--- src/design/soc_pkg.sv ---
package soc_pkg;

    // System bus
    localparam int ADDR_W     = 32;
    localparam int DATA_W     = 32;
    localparam int DATA_BYTES = DATA_W / 8;

    // L1 array geometry
    localparam int L1_WAYS = 2;
    localparam int L1_ROWS = 64;
    localparam int ROW_W   = $clog2(L1_ROWS);
    localparam int TAG_W   = 20;
    localparam int BLOCK_W = 128;

    // Read command to read valid, at least 1
    localparam int L1_LATENCY = 2;

    // Address windows, bits outside the mask select the window
    localparam logic [ADDR_W-1:0] RAM_BASE  = 32'h4000_0000;
    localparam logic [ADDR_W-1:0] RAM_MASK  = 32'h000F_FFFF;
    localparam logic [ADDR_W-1:0] SPI_BASE  = 32'h2001_0000;
    localparam logic [ADDR_W-1:0] SPI_MASK  = 32'h0000_00FF;
    localparam logic [ADDR_W-1:0] UART_BASE = 32'h2000_0000;
    localparam logic [ADDR_W-1:0] UART_MASK = 32'h0000_00FF;

    function automatic logic in_window(
        input logic [ADDR_W-1:0] addr,
        input logic [ADDR_W-1:0] base,
        input logic [ADDR_W-1:0] mask
    );
        return (addr & ~mask) == base;
    endfunction

endpackage

--- src/design/mem_fabric.sv ---
`timescale 1ns/1ps

module mem_fabric (
    input  logic                           clk,
    input  logic                           resetn,

    input  logic [soc_pkg::ADDR_W-1:0]     mem_req_addr_i,
    input  logic [soc_pkg::DATA_W-1:0]     mem_req_wdata_i,
    input  logic                           mem_req_write_i,
    input  logic                           mem_req_valid_i,
    output logic                           mem_req_ready_o,
    output logic [soc_pkg::DATA_W-1:0]     mem_rsp_data_o,
    output logic                           mem_rsp_valid_o,

    output logic                           iomem_valid_o,
    input  logic                           iomem_ready_i,
    output logic [soc_pkg::DATA_BYTES-1:0] iomem_wstrb_o,
    output logic [soc_pkg::ADDR_W-1:0]     iomem_addr_o,
    output logic [soc_pkg::DATA_W-1:0]     iomem_wdata_o,
    input  logic [soc_pkg::DATA_W-1:0]     iomem_rdata_i,

    input  logic                           spi_ready_i,
    input  logic [soc_pkg::DATA_W-1:0]     spi_rsp_data_i,
    input  logic                           spi_rsp_valid_i,

    input  logic                           uart_ready_i,
    input  logic [soc_pkg::DATA_W-1:0]     uart_rsp_data_i,
    input  logic                           uart_rsp_valid_i
);

    logic ram_hit;
    logic spi_hit;
    logic uart_hit;
    logic req_idle;
    logic rd_pending;
    logic rd_active;

    // Shared bus, peripherals decode for themselves
    assign iomem_valid_o = mem_req_valid_i;
    assign iomem_addr_o  = mem_req_addr_i;
    assign iomem_wdata_o = mem_req_wdata_i;
    assign iomem_wstrb_o = {soc_pkg::DATA_BYTES{mem_req_write_i}};

    assign ram_hit  = soc_pkg::in_window(mem_req_addr_i, soc_pkg::RAM_BASE, soc_pkg::RAM_MASK);
    assign spi_hit  = soc_pkg::in_window(mem_req_addr_i, soc_pkg::SPI_BASE, soc_pkg::SPI_MASK);
    assign uart_hit = soc_pkg::in_window(mem_req_addr_i, soc_pkg::UART_BASE, soc_pkg::UART_MASK);

    // Unmapped addresses never see ready
    assign mem_req_ready_o = ram_hit  ? iomem_ready_i :
                             spi_hit  ? spi_ready_i   :
                             uart_hit ? uart_ready_i  : 1'b0;

    // Outstanding request tracker
    always_ff @(posedge clk) begin
        if (!resetn) begin
            req_idle   <= 1'b1;
            rd_pending <= 1'b0;
        end else begin
            if (req_idle && mem_req_valid_i) begin
                req_idle   <= 1'b0;
                rd_pending <= !mem_req_write_i;
            end
            if (mem_req_ready_o) begin
                req_idle   <= 1'b1;
                rd_pending <= 1'b0;
            end
        end
    end

    // Covers a RAM read that completes on its first cycle
    assign rd_active = req_idle ? (mem_req_valid_i && !mem_req_write_i) : rd_pending;

    // Fixed priority RAM, then SPI, then UART
    always_comb begin
        mem_rsp_data_o  = '0;
        mem_rsp_valid_o = 1'b0;
        if (rd_active && iomem_ready_i) begin
            mem_rsp_data_o  = iomem_rdata_i;
            mem_rsp_valid_o = 1'b1;
        end else if (spi_rsp_valid_i) begin
            mem_rsp_data_o  = spi_rsp_data_i;
            mem_rsp_valid_o = 1'b1;
        end else if (uart_rsp_valid_i) begin
            mem_rsp_data_o  = uart_rsp_data_i;
            mem_rsp_valid_o = 1'b1;
        end
    end

    assert property (@(posedge clk) disable iff (!resetn)
        mem_req_valid_i && !mem_req_ready_o |=> mem_req_valid_i)
        else $error("mem_fabric: request withdrawn before ready");

    assert property (@(posedge clk) disable iff (!resetn)
        mem_req_valid_i && !mem_req_ready_o |=> $stable(mem_req_addr_i))
        else $error("mem_fabric: address changed while waiting");

endmodule

--- config.mk ---
export PLATFORM = sky130hd
export DESIGN_NAME = mem_fabric
export DESIGN_NICKNAME = d
export VERILOG_FILES = /design/src/design/soc_pkg.sv /design/src/design/mem_fabric.sv
export SDC_FILE = /design/constraint.sdc
export NUM_CORES = 1
export LEC_CHECK = 0
export BUFFER_PORTS_ARGS = -buffer_cell sky130_fd_sc_hd__clkbuf_2
export CAP_MARGIN = 30
export CORE_AREA = 2 2 106 108
export DETAILED_ROUTE_END_ITERATION = 6
export DIE_AREA = 0 0 108 110
export HOLD_SLACK_MARGIN = 0.06
export PLACE_DENSITY = 0.54
export SKIP_CTS_REPAIR_TIMING = 1
export SLEW_MARGIN = 20
export SYNTH_ARGS = -nofsm -noshare
export SYNTH_HDL_FRONTEND = slang
export SYNTH_SLANG_ARGS = --single-unit
export TNS_END_PERCENT = 5
--- constraint.sdc ---
create_clock -name clk -period 3.73 [get_ports clk]
set_input_delay 0.373 -clock clk [delete_from_list [all_inputs] [get_ports clk]]
set_output_delay 0.373 -clock clk [all_outputs]
set_load 0.05 [all_outputs]
==> results_dict.tcl, run 1 <==
set metrics [dict create \
    rsz0062_at_grt "false" \
    synth_flop_cell "dfxtp_1" \
    drt_first_pass_iters 4 \
    start_util_pct 12.2 \
    core_area_sq_um 10700 \
    synth_commonest_cells "69 x buf_4, 36 x nor2_1, 35 x a21oi_1" \
    syn_area_sq_um 1310 \
    grt_pass1_wl_um 8160 \
    h-tree-depth 1 \
    synthDominantCellAreaShare_pct 39.5 \
    cp_slowest_cell "o21ai_4" \
    end_kind "primary output" \
    fp.dieW_um 108 \
    period_needed_ns 2.42 \
    status "complete, no violations" \
    layout-drive-gt1-share_pct 62.0 \
    slew_headroom_pct 60.5 \
    rrSetupSlack_ns 2.84 \
    clock-skew-final_ns 0.000738 \
    grt_usage_pct 8.98 \
    num-fill-cells 1245 \
    n_antenna_cell 0 \
    netlist_instances 210 \
    p_per_area_nw_per_um2 259 \
    cts_sinks 2 \
    gp_congestion 0.770 \
    hold_path.class "in2reg" \
    wl_per_cell_um 13.1 \
    clkLatencyLatePin_ns 0.21 \
    synth-warning-count 0 \
    start_kind "flip-flop" \
    root_buffer "clkbuf_8" \
    overflow 0 \
    cts_buffers 3 \
    utilization_pct 18.4 \
    crit_fanout 44 \
    synth_area_leader_cell "buf_4" \
    rows 38 \
    vdd_drop_max_mv 0.271 \
    path_cells "and3b_1 > o21ai_4 > buf_12 > nor2_1 > a21oi_1 > clkbuf_2" \
    maxCapViolCount 0 \
    max_freq_mhz 414 \
    port_buffers 191 \
    io_pins 272 \
    multi_input_area_sq_um 701 \
    ys_seq_area_share_pct 3.06 \
    synth_cell_type_count 24 \
    holdPathEnd "rd_pending" \
    hold_violations 0 \
    area.growth.synth_to_final_pct 50.0 \
    holdPathStages 3 \
    r2r_start "req_idle" \
    grt_pass1_vias 1730 \
    setup_viol 0 \
    worst_slew_pin_slew_ns 0.590 \
    synth_most_common_cell "buf_4" \
    fin_nets 495 \
    dr.first_iter.drc_count 47 \
    maxSlewViolCount 0 \
    leakage_nw 1.12 \
    syn_area_per_cell_sq_um 6.24 \
    path_class "reg2out" \
    register_area_sq_um 40.0 \
    synth-edff-count 0 \
    cts_tree "built" \
    post-route-period-util_pct 64.8 \
    via_per_inst 4.03 \
    ant_nets 0 \
    timing.rr.end "rd_pending" \
    hp-start "resetn" \
    cp.required_ns 3.36 \
    worst_ep_arrival_time_ns 2.04 \
    hpwl_um 5310 \
    finalPower_mw 0.509 \
    grt_max_degree 45 \
    drc 0 \
    slowest_delay_ns 0.48 \
    wirelength_um 6070 \
    vias 1872 \
    synth_seq_cells 2 \
    cts_max_path_buffers 2 \
    ff2ff_path_depth 3 \
    die_height_um 110 \
    synth.area.top_cells "buf_4 40%, a22oi_1 17%, a21oi_1 13%, nor2_1 10%, dfxtp_1 3.1%" \
    grt_antenna_before_repair 0 \
    die_area_sq_um 11900 \
    synth_nets 379 \
    async_flop_share_pct 0 \
    cts.clk_slew.worst_paths_ns 0.03 \
    tns_ns 0 \
]
-- state kept, by name (all words and copies together), names as in the netlist --
signal,cells
req_idle,1
rd_pending,1
-- layer usage --
layer  GRT usage, %  part of all wire (%)  vias to the layer above
met5              0                     0                        -
met4           4.21                   2.9                        0
met3          0.941                   9.1                       22
met2           18.6                    54                      141
met1           8.80                    34                      810
li1               -                     -                      899
-- kinds of logic after synthesis --
kind of cell	synth area share [%]
buf+inv	44.5
flops	3.06
compound gates	33.6
simple gates	18.1
mux	0.764
-- critical path: cells and delay by family (launching register included) --
family,cells,cell delay (ns)
compound gates,2,0.62
buf+inv,2,0.58
flops,1,0.31
simple gates,2,0.28
-- final cells by class --
type	instances	share of cell area, %
repair buffers	194	51.1
clock buffers	3	2.10
inverters	1	0.191
flip-flops and latches	2	2.04
multi-input cells	124	35.7
well taps	140	8.92
-- stage by stage --
| step | cells | hold slack [ns] | setup WS, ns | area, sq um |
|---|---|---|---|---|
| global placement | 461 | 0.626 | 1.40 | 1920 |
| detailed placement | 461 | 0.615 | 1.33 | 1920 |
| finish | 464 | 0.395 | 1.31 | 1960 |
| floorplan | 210 | 0.511 | 1.47 | 1310 |
| CTS | 464 | 0.394 | 1.30 | 1960 |
| global route | 464 | 0.416 | 1.17 | 1960 |
-- worst max-delay path by stage --
stage               depth (start not counted)                 end       startpoint
global route                                6   mem_rsp_data_o[3]         req_idle
floorplan                                   5  mem_rsp_data_o[10]  spi_rsp_valid_i
CTS                                         6  mem_rsp_data_o[22]         req_idle
finish                                      6  mem_rsp_data_o[22]         req_idle
global placement                            7  mem_rsp_data_o[14]  mem_req_write_i
detailed placement                          7  mem_rsp_data_o[22]  mem_req_write_i
-- layout by cell type, fill, tap and decap left out --
cell / n
nor4_1: 2
buf_12: 2
nor4_2: 1
nand4_1: 1
nand2b_1: 1
nor3_1: 1
and2_1: 1
clkbuf_8: 3
mux2i_1: 1
o21ai_4: 1
clkbuf_2: 191
a22oi_1: 30
buf_4: 1
nor2b_2: 1
dfxtp_1: 2
a21oi_1: 35
or4_4: 1
and3b_1: 1
nor2_1: 36
nor4b_1: 1
inv_1: 1
a21boi_0: 1
nor2b_1: 1
o21ai_0: 4
a21o_1: 1
nand2_1: 3
-- report_power, final --
part / internal (mW) / switching [mW]
clock: 0.0684 / 0.0192
combinational: 0.116 / 0.281
sequential: 0.0230 / 0.000802
Note: power is estimated with default switching activity, not from simulation.
==> run 2, diff against run 1 <==
ABC_AREA = 1   (was not set)
PLACE_DENSITY = 0.58   (was 0.54)
clock period = 2.2 ns   (was 3.73 ns; I/O delays follow)
==> results_dict.tcl, run 2 <==
set metrics [dict create \
    status "complete, no violations" \
    setup_viol 0 \
    worst_slew_pin_slew_ns 0.380 \
    maxSlewViolCount 0 \
    layout-drive-gt1-share_pct 57.9 \
    synth-edff-count 0 \
    reg.largest.list "rd_pending: 1 flops, req_idle: 1 flops" \
    start_kind "flip-flop" \
    fin_nets 544 \
    hold_path.class "in2reg" \
    finalPower_mw 0.932 \
    wl_per_cell_um 11.5 \
    die_area_sq_um 11900 \
    grt_usage_pct 8.96 \
    synth-warning-count 0 \
    end_kind "primary output" \
    io_pins 272 \
    ant_nets 0 \
    synth_flop_cell "dfxtp_1" \
    layout_common_cells "185 x clkbuf_2, 48 x nor2_1, 43 x nand2_1, 35 x nand3_1, 20 x a31oi_1" \
    maxCapViolCount 0 \
    via_per_inst 3.93 \
    synth_area_leader_cell "buf_4" \
    drt_first_pass_iters 4 \
    async_flop_share_pct 0 \
    tns_ns 0 \
    cts.clk_slew.worst_paths_ns 0.03 \
    cts_max_path_buffers 2 \
    clkLatencyLatePin_ns 0.21 \
    slew_headroom_pct 74.7 \
    synth_cell_type_count 18 \
    core_area_sq_um 10700 \
    vdd_drop_max_mv 0.131 \
    num-fill-cells 1254 \
    crit_fanout 65 \
    dr.first_iter.drc_count 55 \
    grt_pass1_vias 1806 \
    n_antenna_cell 0 \
    h-tree-depth 1 \
    cts_tree "built" \
    port_buffers 191 \
    grt_antenna_before_repair 0 \
    synth_most_common_cell "buf_4" \
    max_freq_mhz 524 \
    overflow 0 \
    vias 2016 \
    area.growth.synth_to_final_pct 45.1 \
    syn_area_sq_um 1530 \
    p_per_area_nw_per_um2 419 \
    cts_sinks 2 \
    rows 38 \
    clock-skew-final_ns 0.000520 \
    wirelength_um 5890 \
    post-route-period-util_pct 86.7 \
    fp.dieW_um 108 \
    drc 0 \
    hold_violations 0 \
    final_common_cell "clkbuf_2" \
    worst_ep_arrival_time_ns 1.69 \
    gp_congestion 0.761 \
    synthDominantCellAreaShare_pct 33.8 \
    syn_area_per_cell_sq_um 5.88 \
    grt_pass1_wl_um 8510 \
    grt_max_degree 66 \
    die_height_um 110 \
    synth_nets 430 \
    netlist_instances 261 \
    cts_buffers 3 \
    leakage_nw 1.24 \
    path_class "reg2out" \
    synth_seq_cells 2 \
    synth.area.top_cells "buf_4 34%, nor2_1 12%, nand3_1 11%, nand2_1 11%, a31oi_2 9.8%" \
    rsz0062_at_grt "false" \
    synth_commonest_cells "69 x buf_4, 48 x nor2_1, 43 x nand2_1" \
    ys_seq_area_share_pct 2.61 \
    cp.required_ns 1.98 \
    root_buffer "clkbuf_8" \
    period_needed_ns 1.91 \
    hpwl_um 4910 \
    start_util_pct 14.3 \
]
## run 2: changes by cell type in the layout (fill, tap and decap cells not counted), moves of 3 or more
cell | previous run | this run
nand2_1 | 3 | 43
nor2_1 | 36 | 48
buf_12 | 2 | 8
a31oi_2 | 0 | 12
clkbuf_2 | 191 | 185
a31oi_1 | 0 | 20
nand3_1 | 0 | 35
a21oi_1 | 35 | 0
o21ai_0 | 4 | 1
inv_1 | 1 | 5
a22oi_1 | 30 | 0
## run 2: cell families after synthesis
logic type / count (synthesis) / synth area share [%]
AO/OA/AOI/OAI: 35 / 19.3
flip-flops: 2 / 2.61
buffers and inverters: 95 / 43.2
AND/OR/NAND/NOR: 129 / 34.8
## run 2: area by class of cell
cell class | instances | area (sq um) | share of cell area (%)
clock buffer | 3 | 41.3 | 1.85
inverter | 8 | 30.0 | 1.35
multi-input combinational | 164 | 831 | 37.3
sequential | 2 | 40.0 | 1.80
tap | 140 | 175 | 7.87
timing repair buffer | 196 | 1110 | 49.8
## run 2: worst paths after layout
| check | from | to | slack [ns] | cells after the start |
|---|---|---|---|---|
| setup / recovery | req_idle | mem_rsp_data_o[15] | 0.29 | 9 |
| hold / removal | resetn | req_idle | 0.20 | 2 |
| setup reg to reg | req_idle | rd_pending | 1.35 | 6 |
| hold reg to reg | req_idle | req_idle | 0.51 | 2 |
## run 2: worst max-delay path: stages (launching register included)
cell,delay (ns)
dfxtp_1,0.31
nand2_1,0.09
inv_2,0.04
nand2_2,0.06
o21ai_2,0.06
nand2_2,0.07
buf_12,0.27
nor2_1,0.08
a31oi_1,0.16
clkbuf_2,0.30
## run 2: metal layers
layer / share of wire (%) / global-route usage [%] / up-vias
li1: - / - / 1022
met1: 38 / 10.1 / 866
met2: 49 / 16.2 / 100
met3: 9.1 / 2.12 / 28
met4: 3.3 / 3.57 / 0
met5: 0 / 0 / -
## run 2: per-stage QoR
step	setup slack [ns]	cells	util, %	instance area, sq um	hold slack, ns
floorplan	0.281	261	-	1530	0.304
global placement	0.509	510	20.4	2180	0.407
detailed placement	0.503	510	20.4	2180	0.413
CTS	0.286	513	20.8	2230	0.201
global route	0.136	513	20.8	2230	0.214
finish	0.293	513	20.8	2230	0.203
## run 2: report_power, final
part / switching (mW) / internal [mW] / leakage, nW
logic: 0.508 / 0.241 / 1.20
clock network: 0.0260 / 0.115 / 0.0216
registers: 0.00150 / 0.0393 / 0.0166
==> run 3, diff against run 2 <==
==> constraint.sdc (replaced) <==
create_clock -name clk -period 1.68 [get_ports clk]
set_input_delay 0.168 -clock clk [delete_from_list [all_inputs] [get_ports clk]]
set_output_delay 0.168 -clock clk [all_outputs]
set_load 0.005 [all_outputs]
==> results_dict.tcl, run 3 (same netlist as run 2, synthesis figures left out) <==
set metrics [dict create \
    overflow 0 \
    clkLatencyLatePin_ns 0.21 \
    cts_sinks 2 \
    fin_nets 554 \
    end_kind "primary output" \
    h-tree-depth 1 \
    hold_path.class "in2reg" \
    port_buffers 191 \
    core_area_sq_um 10700 \
    dp_cells 511 \
    dr.first_iter.drc_count 95 \
    drc 0 \
    worst_slew_pin_slew_ns 0.238 \
    p_int_mw 0.519 \
    pwr-share-clk_pct 22.3 \
    die_area_sq_um 11900 \
    ant_nets 0 \
    cts_tree "built" \
    switching_share_pct 37.9 \
    placed_area_sq_um 2130 \
    dp_slack_ns 0.265 \
    vias 2103 \
    holdPathStages 2 \
    layout-drive-gt1-share_pct 63.4 \
    rsz0062_at_grt "true" \
    grt_antenna_before_repair 0 \
    start_util_pct 14.3 \
    wirelength_um 7080 \
    holdPathEnd "req_idle" \
    clock-skew-final_ns 0.00143 \
    reg.largest.list "rd_pending: 1 flops, req_idle: 1 flops" \
    max_freq_mhz 609 \
    path_class "reg2out" \
    hp-start "resetn" \
    design_area_sq_um 2410 \
    gp_congestion 0.715 \
    vdd_drop_max_mv 0.114 \
    wl_per_cell_um 13.5 \
    period_needed_ns 1.64 \
    cp.required_ns 1.51 \
    switchingPower_mw 0.317 \
    fp.dieW_um 108 \
    setup_viol 0 \
    timing.rr.end "rd_pending" \
    grt_pass1_vias 1698 \
    grt_usage_pct 8.52 \
    maxCapViolCount 0 \
    leakage_nw 1.33 \
    cts.clk_slew.worst_paths_ns 0.03 \
    pwr-share-seq_pct 6.6 \
    r2r_start "req_idle" \
    grt_pass1_wl_um 7980 \
    root_buffer "clkbuf_8" \
    tns_ns 0 \
    io_pins 272 \
    n_antenna_cell 0 \
    rows 38 \
    post-route-period-util_pct 97.7 \
    die_height_um 110 \
    maxSlewViolCount 0 \
    setup_ws_ns 0.0387 \
    area.growth.synth_to_final_pct 57.2 \
    fin_cells 523 \
    via_per_inst 4.02 \
    hpwl_um 4890 \
    p_comb_share_pct 71.0 \
    p_per_area_nw_per_um2 347 \
    holdWs_ns 0.157 \
    final_common_cell "clkbuf_2" \
    cts_buffers 3 \
    layout_common_cells "161 x clkbuf_2, 42 x nand2_1, 35 x nand3_1, 34 x nor2_1, 30 x buf_2" \
    status "complete, no violations" \
    worst_ep_arrival_time_ns 1.47 \
    hold_violations 0 \
    rrSetupSlack_ns 0.85 \
    ff2ff_path_depth 5 \
    cts_max_path_buffers 2 \
    start_kind "flip-flop" \
    grt_max_degree 42 \
    crit_fanout 6 \
    slew_headroom_pct 84.1 \
    drt_first_pass_iters 4 \
]
run 3: cell count changes in the layout (fill, tap and decap cells not counted), moves of 4 or more:
| cell | change |
|---|---|
| buf_2 | +30 |
| clkbuf_16 | +5 |
| nor2_1 | -14 |
| nor2_2 | +14 |
| buf_12 | -4 |
| nand2_4 | +4 |
| clkbuf_2 | -24 |
run 3: area by class of cell:
type / instances / area [sq um]
Fill cell: 1266 / 8290
Clock buffer: 3 / 41.3
Tap cell: 140 / 175
Sequential cell: 2 / 43.8
Timing Repair Buffer: 205 / 1210
Multi-Input combinational cell: 165 / 908
Inverter: 8 / 32.5
run 3: per-layer routing:
| layer | vias up | routed length (um) | global-route usage (%) | share of wire (%) |
|---|---|---|---|---|
| met5 | - | 0 | 0 | 0 |
| met4 | 0 | 207 | 4.12 | 2.9 |
| met3 | 30 | 510 | 1.70 | 7.2 |
| met2 | 106 | 3610 | 15.7 | 51 |
| met1 | 919 | 2760 | 9.36 | 39 |
| li1 | 1048 | - | - | - |
run 3: through the flow:
stage	power [mW]	util (%)
6_report	0.836	22.5
5_1_grt	0.907	22.5
4_1_cts	0.774	20.3
3_5_place_dp	0.581	19.9
3_3_place_gp	0.582	19.9
2_1_floorplan	0.397	-
run 3: how the worst max path moves through the flow:
stage	startpoint	end	slack [ns]	cells past startpoint
after floorplan	req_idle	mem_rsp_data_o[1]	0.47	8
after global placement	req_idle	mem_rsp_data_o[15]	0.25	9
after detailed placement	req_idle	mem_rsp_data_o[15]	0.26	9
after CTS	req_idle	mem_rsp_data_o[15]	0.05	9
after global routing	req_idle	mem_rsp_data_o[6]	-0.05	9
final	req_idle	mem_rsp_data_o[18]	0.04	9
run 3: worst max-delay path, stage by stage, from the launching register on:
cell       delay [ns]
dfxtp_4          0.35
nand2_4          0.07
inv_4            0.04
nand2_4          0.05
o21ai_4          0.08
nand2_4          0.18
clkbuf_16        0.19
nor2_1           0.04
a31oi_1          0.13
buf_2            0.13
run 3: power groups by stage:
stage | clock, mW | combinational (mW) | sequential [mW]
after detailed placement | 0 | 0.527 | 0.0539
after global placement | 0 | 0.528 | 0.0539
after global routing | 0.198 | 0.653 | 0.0555
final | 0.187 | 0.594 | 0.0553
after floorplan | 0 | 0.343 | 0.0537
after CTS | 0.191 | 0.529 | 0.0534
